<file path="src/include/cpu_settings.svh">
`ifndef CPU_SETTINGS_SVH
`define CPU_SETTINGS_SVH

`define CPU_DATA_WIDTH 32
`define CPU_REGISTER_COUNT 32 // x0 is not stored
`define CPU_STATION_COUNT 4
`define CPU_TAG_WIDTH 2 // Enough to name every station
`define CPU_INSTRUCTION_BYTES 4

`endif

</file>
<file path="src/source/cpu_package.sv">
`include "cpu_settings.svh"

package cpu_package;
    typedef logic [`CPU_DATA_WIDTH-1:0] data_t;
    typedef logic [`CPU_TAG_WIDTH-1:0] tag_t;

    typedef enum logic [6:0] {
        OPCODE_OP     = 7'b0110011,
        OPCODE_OP_IMM = 7'b0010011,
        OPCODE_LUI    = 7'b0110111,
        OPCODE_BRANCH = 7'b1100011,
        OPCODE_JAL    = 7'b1101111
    } opcode_t;

    typedef enum logic [3:0] {
        ALU_ADD  = 4'd0,
        ALU_SUB  = 4'd1,
        ALU_OR   = 4'd2,
        ALU_AND  = 4'd3,
        ALU_XOR  = 4'd4,
        ALU_SLL  = 4'd5,
        ALU_SRL  = 4'd6,
        ALU_SRA  = 4'd7,
        ALU_SLTU = 4'd8,
        ALU_SLT  = 4'd9
    } alu_operation_t;

    typedef enum logic [1:0] {
        IDLE,
        WAITING,
        HOLDING,
        CANCELING
    } fetch_state_t;
endpackage

</file>
<file path="src/source/issue_unit.sv">
`include "cpu_settings.svh"

module issue_unit #(
    parameter int station_count = `CPU_STATION_COUNT
) (
    input  logic clock,
    input  logic reset,
    input  logic instruction_valid,
    input  logic [31:0] instruction,
    input  cpu_package::data_t instruction_pc,
    output logic instruction_taken,
    output logic redirect_valid,
    output cpu_package::data_t redirect_target,
    output logic [4:0] source_1_index,
    output logic [4:0] source_2_index,
    input  cpu_package::data_t source_1_value,
    input  logic source_1_ready,
    input  cpu_package::tag_t source_1_tag,
    input  cpu_package::data_t source_2_value,
    input  logic source_2_ready,
    input  cpu_package::tag_t source_2_tag,
    output logic reserve_valid,
    output logic [4:0] reserve_index,
    output cpu_package::tag_t reserve_tag,
    output logic direct_write_valid,
    output logic [4:0] direct_write_index,
    output cpu_package::data_t direct_write_value,
    input  logic [station_count-1:0] station_busy,
    output logic dispatch_valid,
    output logic [station_count-1:0] dispatch_select,
    output cpu_package::alu_operation_t dispatch_operation,
    output cpu_package::data_t dispatch_value_1,
    output cpu_package::data_t dispatch_value_2,
    output logic dispatch_ready_1,
    output logic dispatch_ready_2,
    output cpu_package::tag_t dispatch_tag_1,
    output cpu_package::tag_t dispatch_tag_2,
    input  logic bus_valid
);
    import cpu_package::*;

    opcode_t opcode;
    logic [2:0] function_3;
    logic [4:0] destination_index;
    data_t immediate;
    data_t immediate_branch;
    data_t immediate_upper;
    data_t immediate_jump;
    logic [station_count-1:0] station_free;
    logic is_alu;
    logic writes_direct;
    logic branch_taken;

    assign opcode = opcode_t'(instruction[6:0]);
    assign function_3 = instruction[14:12];
    assign destination_index = instruction[11:7];

    assign immediate = {{21{instruction[31]}}, instruction[30:20]};
    assign immediate_branch = {{20{instruction[31]}}, instruction[7], instruction[30:25],
                               instruction[11:8], 1'b0};
    assign immediate_upper = {instruction[31:12], 12'b0};
    assign immediate_jump = {{12{instruction[31]}}, instruction[19:12], instruction[20],
                             instruction[30:21], 1'b0};

    assign is_alu = opcode == OPCODE_OP || opcode == OPCODE_OP_IMM;
    assign writes_direct = opcode == OPCODE_LUI || opcode == OPCODE_JAL;

    // LUI and JAL have no rs1, so port 1 checks whether rd is still pending
    assign source_1_index = writes_direct ? destination_index : instruction[19:15];
    assign source_2_index = instruction[24:20];

    assign station_free = ~station_busy;
    assign dispatch_select = station_free & (~station_free + 1'b1); // Lowest free

    always_comb begin
        case (opcode)
            OPCODE_OP, OPCODE_OP_IMM: instruction_taken = instruction_valid && |station_free;
            OPCODE_LUI, OPCODE_JAL: instruction_taken = instruction_valid && source_1_ready
                                                        && !bus_valid;
            OPCODE_BRANCH: instruction_taken = instruction_valid && source_1_ready
                                               && source_2_ready;
            default: instruction_taken = instruction_valid; // Unsupported, dropped
        endcase
    end

    always_comb begin
        case (function_3)
            3'b000: branch_taken = source_1_value == source_2_value;
            3'b001: branch_taken = source_1_value != source_2_value;
            3'b100: branch_taken = $signed(source_1_value) < $signed(source_2_value);
            3'b101: branch_taken = $signed(source_1_value) >= $signed(source_2_value);
            3'b110: branch_taken = source_1_value < source_2_value;
            3'b111: branch_taken = source_1_value >= source_2_value;
            default: branch_taken = 1'b0;
        endcase
    end

    assign redirect_valid = instruction_taken
                            && (opcode == OPCODE_JAL || (opcode == OPCODE_BRANCH && branch_taken));
    assign redirect_target = instruction_pc
                             + (opcode == OPCODE_JAL ? immediate_jump : immediate_branch);

    always_comb begin
        case (function_3)
            3'b000: dispatch_operation = (opcode == OPCODE_OP && instruction[30]) ? ALU_SUB
                                                                                  : ALU_ADD;
            3'b001: dispatch_operation = ALU_SLL;
            3'b010: dispatch_operation = ALU_SLT;
            3'b011: dispatch_operation = ALU_SLTU;
            3'b100: dispatch_operation = ALU_XOR;
            3'b101: dispatch_operation = instruction[30] ? ALU_SRA : ALU_SRL;
            3'b110: dispatch_operation = ALU_OR;
            default: dispatch_operation = ALU_AND;
        endcase
    end

    assign dispatch_valid = instruction_taken && is_alu;
    assign dispatch_value_1 = source_1_value;
    assign dispatch_ready_1 = source_1_ready;
    assign dispatch_tag_1 = source_1_tag;
    assign dispatch_value_2 = opcode == OPCODE_OP_IMM ? immediate : source_2_value;
    assign dispatch_ready_2 = opcode == OPCODE_OP_IMM || source_2_ready;
    assign dispatch_tag_2 = source_2_tag;

    always_comb begin
        reserve_tag = '0;
        for (int i = 0; i < station_count; i++) begin
            if (dispatch_select[i]) reserve_tag = tag_t'(i);
        end
    end

    assign reserve_valid = dispatch_valid && destination_index != 5'd0;
    assign reserve_index = destination_index;

    assign direct_write_valid = instruction_taken && writes_direct && destination_index != 5'd0;
    assign direct_write_index = destination_index;
    assign direct_write_value = opcode == OPCODE_JAL ? instruction_pc + `CPU_INSTRUCTION_BYTES
                                                     : immediate_upper;

    // Held instruction must wait unchanged until taken
    assert property (@(posedge clock) disable iff (reset)
        instruction_valid && !instruction_taken |=> instruction_valid && $stable(instruction));
endmodule

</file>
<file path="config.mk">
export PLATFORM = sky130hd
export DESIGN_NAME = issue_unit
export DESIGN_NICKNAME = d
export VERILOG_FILES = /design/src/source/cpu_package.sv /design/src/source/issue_unit.sv
export VERILOG_INCLUDE_DIRS = /design/src /design/src/include
export SDC_FILE = /design/constraint.sdc
export NUM_CORES = 1
export LEC_CHECK = 0
export BUFFER_PORTS_ARGS = -buffer_cell sky130_fd_sc_hd__buf_4
export CORE_ASPECT_RATIO = 1.25
export CORE_MARGIN = 3
export CORE_UTILIZATION = 29
export DETAILED_ROUTE_END_ITERATION = 6
export SKIP_LAST_GASP = 1
export SLEW_MARGIN = 20
export SYNTH_ARGS = -nofsm -noshare
export SYNTH_HDL_FRONTEND = slang
export SYNTH_SLANG_ARGS = --single-unit
</file>
<file path="constraint.sdc">
create_clock -name vclk -period 6.4
set_input_delay 0.32 -clock vclk [all_inputs]
set_output_delay 0.32 -clock vclk [all_outputs]
set_load 0.05 [all_outputs]
</file>
==> reports/qor.yml, run 1 <==
run_status:
  status: "complete, no violations"
power_and_ir_drop:
  peakVddDrop_uv: 113
  p_clk_frac: 0
  pwr-share-seq: 0
  power_switching_share: 0.655
  p_leak_nw: 3.43
  internal_power_w: 0.000278
  switchingPower_w: 0.000526
  power-per-cell-area_nw_per_um2: 128
  power_frac_comb: 1.000
global_route:
  grt_overflow: 0
  track_usage: 0.211
  grt_pass1_wl_mm: 27.6
  grt_max_degree: 54
  antenna_found_initial: 2
  grt_pass1_vias: 5312
logic_synthesis:
  synth_xor_area_frac: 0.116
  ys_warn_count: 0
  yosysUniqueCellTypes: 55
  syn_avg_cell_area_um2: 6.82
  synth_compound_area_frac: 0.266
  synthSimpleGateAreaFrac: 0.227
  synthAdderAreaFrac: 0.191
  synth_area_um2: 4230
  synth_cells: 620
  synth_top_family_by_area: "compound AO/OA/AOI/OAI gates"
  ys_seq_area_frac: 0
  synth.area.mux_share: 0.0473
  synth_nets: 826
cells_and_area:
  numSequentialCells: 0
  multi_input_area_um2: 3590
  antennaDiodeCount: 0
  nFillCells: 1532
  finalCoreUtilization: 0.446
  n_clock_buffer: 0
  drive_gt1_frac: 0.390
  num-nets-final: 1062
  syn2layout_area_growth_pct: 48.2
  regArea_um2: 0
setup_path:
  cp_slowest_cell: "or2_2"
  path_class: "input port to primary output"
  cp_cell_sequence: "buf_4 -> nand4_1 -> or2_2 -> nand2_1 -> nand2_1 -> ha_1 -> fa_1 -> a21oi_1 -> o21ai_1 -> a21oi_1 -> o41ai_2 -> a22oi_1 -> o2111ai_1 -> a31o_1 -> a21oi_1 -> xnor2_1 -> buf_4"
  end_kind: "primary output"
  slowest_delay_ns: 0.72
  crit_top_cell: "a21oi_1"
  start_kind: "input port"
  critPathArrivalTime_ns: 4.40
  crit_buf_inv: 2
  crit_required_ns: 6.08
  cp-endpoint: "redirect_target[31]"
  critical_path.top_delay_family: "compound AO/OA/AOI/OAI gates"
  critPathLaunch: "instruction[5]"
  cp_num_cells: 17
  cp_max_fo: 53
routing:
  vias: 5209
  drt-wirelength-per-cell_um: 18.0
  drt-initial-drc-count: 175
  firstDrtPassIters: 4
  drc: 0
  via_per_inst: 5.06
  drt_wl_total_mm: 18.5
  detail-route-antenna-nets: 0
floorplan:
  initial_core_util: 0.301
  pin_count: 311
  dieArea_um2: 16100
  fp.dieW_um: 114
  die_y_um: 141
  core_um2: 14100
  rows: 48
clock_tree:
  cts.repair.resized: 0
  hold_buffers: 0
  cts_setup_buffers: 0
timing:
  final_min_period_over_clock_period: 0.738
  period_needed_ns: 4.72
  slew_viol_final: 0
  worst-slew-pin-transition_ns: 0.937
  finalSetupViolations: 0
  setup_tns_ns: 0
  hold_violations: 0
  max_slew_margin: 0.375
  rsz0062_at_grt: "no"
  timing.fmax_mhz: 212
worst_hold_path:
  worstHoldPathType: "input port to primary output"
job:
  drv_cap: 0
place:
  hpwlAfterDp_mm: 16.1
  io_buffer_count: 301
  place.gp.congestion: 0.862
[cell usage in the layout, fill, tap and decap left out, types with 8 or more instances in the layout]
cell,synthesis,final
buf_4,53,304
inv_1,47,47
nor2b_1,9,9
and3_1,11,11
ha_1,63,63
o21a_1,8,8
nand3_1,18,18
xnor2_1,35,35
nand4_1,13,13
a21o_1,48,48
nand2b_1,8,8
nand2_1,65,65
a21oi_1,38,38
mux2_2,16,16
o21ai_0,36,36
nor2_1,48,48
xor2_1,21,21
[worst min-delay path by stage]
stage                       endpoint            start  depth (start not counted)
5_1_grt            dispatch_tag_1[0]  source_1_tag[0]                          0
3_5_place_dp       dispatch_tag_2[1]  source_2_tag[1]                          0
4_1_cts            dispatch_tag_2[1]  source_2_tag[1]                          0
2_1_floorplan  direct_write_index[0]   instruction[7]                          1
6_report           dispatch_tag_1[0]  source_1_tag[0]                          0
3_3_place_gp       dispatch_tag_2[1]  source_2_tag[1]                          0
[cell usage after synthesis (2+ instances only)]
master | n | share of area
a211o_1 | 3 | 0.0062
nor2b_1 | 9 | 0.013
mux2i_1 | 2 | 0.0047
a21oi_1 | 38 | 0.045
o21ai_1 | 6 | 0.0071
or2_2 | 2 | 0.0030
inv_1 | 47 | 0.042
nor4_1 | 3 | 0.0044
ha_1 | 63 | 0.19
o21bai_1 | 4 | 0.0071
and3_1 | 11 | 0.016
nand2_1 | 65 | 0.058
clkbuf_1 | 17 | 0.015
buf_4 | 53 | 0.094
xor2_1 | 21 | 0.043
nand3_1 | 18 | 0.021
mux2_2 | 16 | 0.043
a221o_1 | 2 | 0.0047
nand2b_1 | 8 | 0.012
o21ai_0 | 36 | 0.043
nor2_1 | 48 | 0.043
a21o_1 | 48 | 0.085
and2_1 | 4 | 0.0059
nand4_1 | 13 | 0.019
or3_1 | 3 | 0.0044
a211oi_1 | 6 | 0.011
xnor2_1 | 35 | 0.072
and4_1 | 4 | 0.0083
o21a_1 | 8 | 0.014
o22ai_1 | 2 | 0.0030
[metrics by stage]
step | worst slack [ns] | hold WS, ns | power [W] | instance area [µm²] | std cells
2_1_floorplan | 2.18 | 0.807 | 0.000554 | 4230 | 620
3_3_place_gp | 1.65 | 0.640 | 0.000806 | 6270 | 1029
3_5_place_dp | 1.65 | 0.640 | 0.000806 | 6270 | 1029
4_1_cts | 1.64 | 0.640 | 0.000809 | 6270 | 1029
5_1_grt | 1.28 | 0.640 | 0.000854 | 6270 | 1029
6_report | 1.68 | 0.640 | 0.000804 | 6270 | 1029
[routing by layer]
metal  GRT usage  up-vias  share of wire
li1            -     2606              -
met1       0.233     2369           0.37
met2       0.417      200           0.53
met3      0.0292       30          0.072
met4      0.0488        4          0.025
met5           0        -         0.0017
[cell type report]
cell class	instances	share of cell area
well taps	175	0.0349
multi-input cells	502	0.572
inverters	48	0.0289
repair buffers	304	0.364
[cell families after synthesis]
logic type	after synthesis
AO/OA/AOI/OAI	169
XOR/XNOR	56
adder cells (fa/ha/maj)	64
buffers and inverters	118
multiplexers	18
AND/OR/NAND/NOR	195
[power by group through the flow]
stage	clock network [W]	logic [W]	registers [W]
after floorplan	0	0.000554	0
after global placement	0	0.000806	0
after detailed placement	0	0.000806	0
after CTS	0	0.000809	0
after global routing	0	0.000854	0
final	0	0.000804	0
(Power assumes the default switching activity.)
==> run 2, diff against run 1 <==
==> constraint.sdc (replaced) <==
create_clock -name vclk -period 4.05
set_input_delay 0.2025 -clock vclk [all_inputs]
set_output_delay 0.2025 -clock vclk [all_outputs]
set_load 0.05 [all_outputs]
==> run 2 against run 1 <==
Effect of this change: final area increased by 1.7%; worst setup slack lost 1.4 ns; clock-buffer cell count unchanged; die area unchanged; sequential share of layout area is the same; worst hold slack worse by 0.24 ns; first-iteration DRC count down 2.3%; global-route usage increased by 0.29 points.
==> reports/qor.yml, run 2 (synthesized netlist as in run 1, its figures left out) <==
global_route:
  grt.busiest_layer: "met2"  # unchanged
  grt_max_degree: 27  # was 54
  grt_pass1_wl_mm: 27.6  # about the same
  grt_pass1_vias: 5155  # was 5312
  met3_usage: 0.0279  # was 0.0292
  met1_usage: 0.234  # was 0.233
  use_met2: 0.433  # was 0.417
  track_usage: 0.214  # was 0.211
  grt_overflow: 0  # unchanged
  antenna_found_initial: 2  # unchanged
timing:
  hold_violations: 0  # unchanged
  period_needed_ns: 3.78
  rsz0062_at_grt: "no"  # unchanged
  slew_viol_final: 0  # unchanged
  final_min_period_over_clock_period: 0.934
  setup_tns_ns: 0  # unchanged
  timing.fmax_mhz: 264
  finalSetupViolations: 0  # unchanged
  worst-slew-pin-transition_ns: 0.631  # was 0.937 ns
  max_slew_margin: 0.578  # was 0.375
job:
  drv_cap: 0  # unchanged
cells_and_area:
  nFillCells: 1545  # was 1532
  design_area_um2: 6370  # was 6270 µm²
  numSequentialCells: 0  # unchanged
  antennaDiodeCount: 0  # unchanged
  multi_input_area_um2: 3610  # was 3590 µm²
  syn2layout_area_growth_pct: 50.7  # was 48.2%
  regArea_um2: 0  # unchanged
  n_clock_buffer: 0  # unchanged
  drive_gt1_frac: 0.403  # was 0.390
  layout_commonest_cell: "buf_4"  # unchanged
  final_cells: 1040  # was 1029
  layout_common_cells: "314 x buf_4, 65 x nand2_1, 63 x ha_1, 48 x a21o_1, 47 x inv_1"  # was 304 x buf_4, 65 x nand2_1, 63 x ha_1, 48 x nor2_1, 48 x a21o_1
  num-nets-final: 1073  # was 1062
clock_tree:
  hold_buffers: 0  # unchanged
  cts_setup_buffers: 0  # unchanged
worst_hold_path:
  worstHoldPathType: "input port to primary output"  # unchanged
routing:
  vias: 5258  # was 5209
  firstDrtPassIters: 4  # unchanged
  via_per_inst: 5.06  # about the same
  drt-wirelength-per-cell_um: 18.0  # about the same
  drt-initial-drc-count: 171  # was 175
  detail-route-antenna-nets: 0  # unchanged
  drc: 0  # unchanged
  drt_wl_total_mm: 18.8  # was 18.5 mm
place:
  place_area_um2: 6350  # was 6270 µm²
  dp_cells: 1040  # was 1029
  hpwlAfterDp_mm: 16.5  # was 16.1 mm
  place.gp.congestion: 0.871  # was 0.862
  io_buffer_count: 301  # unchanged
setup_path:
  start_kind: "input port"  # unchanged
  critPathArrivalTime_ns: 3.58  # was 4.40 ns
  crit_required_ns: 3.85  # was 6.08 ns
  end_kind: "primary output"  # unchanged
  cp-endpoint: "redirect_target[21]"  # was redirect_target[31]
  cp_max_fo: 7  # was 53
  critPathLaunch: "instruction[5]"  # unchanged
  path_class: "input port to primary output"  # unchanged
floorplan:
  pin_count: 311  # unchanged
  rows: 48  # unchanged
  dieArea_um2: 16100  # unchanged
  die_y_um: 141  # unchanged
  core_um2: 14100  # unchanged
  fp.dieW_um: 114  # unchanged
  initial_core_util: 0.301  # unchanged
power_and_ir_drop:
  power-per-cell-area_nw_per_um2: 202  # was 128 nW/µm²
  peakVddDrop_uv: 145  # was 113 µV
  p_leak_nw: 3.48  # was 3.43 nW
run_status:
  status: "complete, no violations"  # unchanged
==> run 2: cell count changes in the layout (fill, tap and decap cells not counted), sizes merged <==
cell | before | now
buf | 304 | 315
==> run 2: repair_timing <==
item / in CTS / in global routing
setup endpoints to repair: 0 / 5
hold endpoints to repair: 0 / 0
gates resized for setup: 0 / 7
==> run 2: layout make-up <==
cell class / count / area share
Inverter: 48 / 0.0285
Multi-Input combinational cell: 502 / 0.566
Tap cell: 175 / 0.0343
Timing Repair Buffer: 315 / 0.372
==> run 2: stage by stage <==
| stage | utilization | setup WS (ns) | hold slack (ns) | power, W |
|---|---|---|---|---|
| floorplan | - | 0.0674 | 0.572 | 0.000875 |
| global placement | 0.452 | 0.106 | 0.405 | 0.00129 |
| detailed placement | 0.452 | 0.0840 | 0.405 | 0.00129 |
| CTS | 0.452 | 0.0746 | 0.405 | 0.00129 |
| global route | 0.454 | 0.0343 | 0.405 | 0.00137 |
| finish | 0.454 | 0.266 | 0.405 | 0.00129 |
==> run 2: how the worst min path moves through the flow <==
stage / end / slack [ns] / startpoint / cells after the start
3_5_place_dp: dispatch_tag_2[1] / 0.41 / source_2_tag[1] / 0
3_3_place_gp: dispatch_tag_2[1] / 0.41 / source_2_tag[1] / 0
4_1_cts: dispatch_tag_2[1] / 0.41 / source_2_tag[1] / 0
2_1_floorplan: direct_write_index[0] / 0.57 / instruction[7] / 1
5_1_grt: dispatch_tag_1[0] / 0.41 / source_1_tag[0] / 0
6_report: dispatch_tag_1[0] / 0.41 / source_1_tag[0] / 0
==> run 2: critical path, cell delays in order <==
cell      delay [ns]
buf_4           0.13
nand4_1         0.26
or2_4           0.37
nand2_1         0.07
nand2_1         0.05
ha_1            0.22
fa_1            0.41
a21oi_1         0.17
o21ai_1         0.08
a21oi_1         0.21
o41ai_2         0.14
buf_4           0.16
a21o_1          0.16
a21o_1          0.21
a211oi_1        0.33
xnor2_1         0.16
buf_4           0.22
==> run 2: report_power, final <==
group	total, W	internal (W)	switching, W
registers	0	0	0
clock network	0	0	0
logic	0.00129	0.000451	0.000837
total	0.00129	0.000451	0.000837
==> run 2: per-layer routing <==
layer / share of wire / vias to the layer above / wire length [µm]
met5: 0.0014 / - / 26
met4: 0.021 / 4 / 390
met3: 0.079 / 26 / 1470
met2: 0.54 / 210 / 10100
met1: 0.36 / 2387 / 6750
li1: - / 2631 / -
==> run 3, diff against run 2 <==
--- a/config.mk
+++ b/config.mk
@@ -9,7 +9,7 @@
 export BUFFER_PORTS_ARGS = -buffer_cell sky130_fd_sc_hd__buf_4
 export CORE_ASPECT_RATIO = 1.25
 export CORE_MARGIN = 3
-export CORE_UTILIZATION = 29
+export CORE_UTILIZATION = 25
 export DETAILED_ROUTE_END_ITERATION = 6
 export SKIP_LAST_GASP = 1
 export SLEW_MARGIN = 20
==> run 3 against run 2 <==
Effect of this change: final area up 0.86%; worst setup slack got worse by 0.056 ns; first-iteration DRC count grew 5.8%; combinational power is essentially flat; flip-flop and latch count did not move; fmax is 1.5% lower; die area is 15% higher; worst hold slack barely moved; largest power group unchanged; via count barely moved; global-route usage is 2.3 points lower.
==> reports/qor.yml, run 3 (synthesized netlist as in run 1, its figures left out) <==
setup_path:
  cp_max_fo: 28  # was 7
  start_kind: "input port"  # unchanged
  end_kind: "primary output"  # unchanged
  critPathArrivalTime_ns: 3.64  # was 3.58 ns
  critPathLaunch: "instruction[4]"  # was instruction[5]
  path_class: "input port to primary output"  # unchanged
  crit_required_ns: 3.85  # about the same
floorplan:
  core_um2: 16400  # was 14100 µm²
  die_y_um: 151  # was 141 µm
  fp.dieW_um: 122  # was 114 µm
  dieArea_um2: 18500  # was 16100 µm²
  rows: 52  # was 48
  pin_count: 311  # unchanged
  initial_core_util: 0.258  # was 0.301
routing:
  via_per_inst: 4.86  # was 5.06
  vias: 5260  # was 5258
  firstDrtPassIters: 4  # unchanged
  drc: 0  # unchanged
  drt-initial-drc-count: 181  # was 171
  detail-route-antenna-nets: 0  # unchanged
  drt_wl_total_mm: 19.4  # was 18.8 mm
  drt-wirelength-per-cell_um: 17.9  # was 18.0 µm
cells_and_area:
  syn2layout_area_growth_pct: 52.0  # was 50.7%
  design_area_um2: 6430  # was 6370 µm²
  multi_input_area_um2: 3610  # about the same
  layout_common_cells: "315 x buf_4, 65 x nand2_1, 63 x ha_1, 48 x a21o_1, 47 x inv_1"  # was 314 x buf_4, 65 x nand2_1, 63 x ha_1, 48 x a21o_1, 47 x inv_1
  nFillCells: 1807  # was 1545
  regArea_um2: 0  # unchanged
  layout_commonest_cell: "buf_4"  # unchanged
  final_cells: 1082  # was 1040
  num-nets-final: 1073  # unchanged
  n_clock_buffer: 0  # unchanged
  numSequentialCells: 0  # unchanged
  drive_gt1_frac: 0.402  # was 0.403
timing:
  final_min_period_over_clock_period: 0.948  # was 0.934
  finalSetupViolations: 0  # unchanged
  timing.fmax_mhz: 260  # was 264 MHz
  hold_violations: 0  # unchanged
  rsz0062_at_grt: "no"  # unchanged
  max_slew_margin: 0.437  # was 0.578
  worst-slew-pin-transition_ns: 0.842  # was 0.631 ns
  slew_viol_final: 0  # unchanged
  period_needed_ns: 3.84  # was 3.78 ns
  setup_tns_ns: 0  # unchanged
global_route:
  antenna_found_initial: 1  # was 2
  grt_pass1_vias: 5183  # was 5155
  grt_overflow: 0  # unchanged
  grt_max_degree: 34  # was 27
  grt_pass1_wl_mm: 27.7  # was 27.6 mm
  track_usage: 0.192  # was 0.214
clock_tree:
  hold_buffers: 0  # unchanged
power_and_ir_drop:
  power-per-cell-area_nw_per_um2: 202  # about the same
  p_leak_nw: 3.49  # was 3.48 nW
  peakVddDrop_uv: 153  # was 145 µV
worst_hold_path:
  worstHoldPathType: "input port to primary output"  # unchanged
  holdPathEnd: "dispatch_tag_1[1]"  # was dispatch_tag_1[0]
  hold_depth: 0  # unchanged
  hold_start: "source_1_tag[1]"  # was source_1_tag[0]
run_status:
  status: "complete, no violations"  # unchanged
place:
  place_area_um2: 6380  # was 6350 µm²
  io_buffer_count: 301  # unchanged
  dp_cells: 1078  # was 1040
  hpwlAfterDp_mm: 17.2  # was 16.5 mm
  place.gp.congestion: 0.877  # was 0.871
job:
  drv_cap: 0  # unchanged
-- run 3: cell types whose count changed in the layout (fill, tap and decap cells not counted), sizes merged --
cell,before,now
diode,0,1
-- run 3: cell type report --
type,instances,share of cell area
well taps,216,0.0420
repair buffers,315,0.368
diodes,1,0.000389
inverters,48,0.0282
multi-input cells,502,0.562
-- run 3: how the worst max path moves through the flow --
stage               cells past startpoint             endpoint  slack, ns
global route                           18  redirect_target[31]      0.007
finish                                 18  redirect_target[30]       0.21
global placement                       17  redirect_target[30]       0.14
CTS                                    17  redirect_target[30]       0.07
floorplan                              17  redirect_target[31]       0.07
detailed placement                     17  redirect_target[30]       0.07
-- run 3: routing by layer --
metal,vias to the layer above,wire length [µm],GRT usage
li1,2627,-,-
met1,2406,7190,0.210
met2,204,10500,0.387
met3,21,1400,0.0247
met4,2,328,0.0353
met5,-,7,0
-- run 3: power by group --
part	switching (W)	internal, W
combinational	0.000846	0.000450
clock	0	0.0000000000150
sequential	0	0
total	0.000846	0.000450
-- run 3: metrics by stage --
| step | hold WS, ns | power [W] | util | setup WS, ns |
|---|---|---|---|---|
| global placement | 0.406 | 0.00129 | 0.389 | 0.137 |
| finish | 0.405 | 0.00130 | 0.392 | 0.210 |
| global route | 0.405 | 0.00138 | 0.392 | 0.00699 |
| CTS | 0.406 | 0.00130 | 0.389 | 0.0660 |
| floorplan | 0.572 | 0.000875 | - | 0.0674 |
| detailed placement | 0.406 | 0.00129 | 0.389 | 0.0651 |
-- run 3: timing repair --
| action | in CTS | in global routing |
|---|---|---|
| buffers inserted | 0 | 3 |
| setup endpoints to repair | 0 | 4 |
| resized for setup | 0 | 6 |
-- run 3: critical path, cell delays in order --
cell      delay [ns]
buf_4           0.11
nor2b_1         0.15
nand2_1         0.13
or2_2           0.33
buf_4           0.24
nand2_1         0.10
nand2_1         0.06
ha_1            0.38
nand4_4         0.17
nor3b_4         0.06
a221oi_2        0.28
nand3_2         0.18
a311oi_4        0.31
o31ai_2         0.13
a211o_1         0.30
a21oi_2         0.15
xnor2_1         0.13
buf_4           0.22
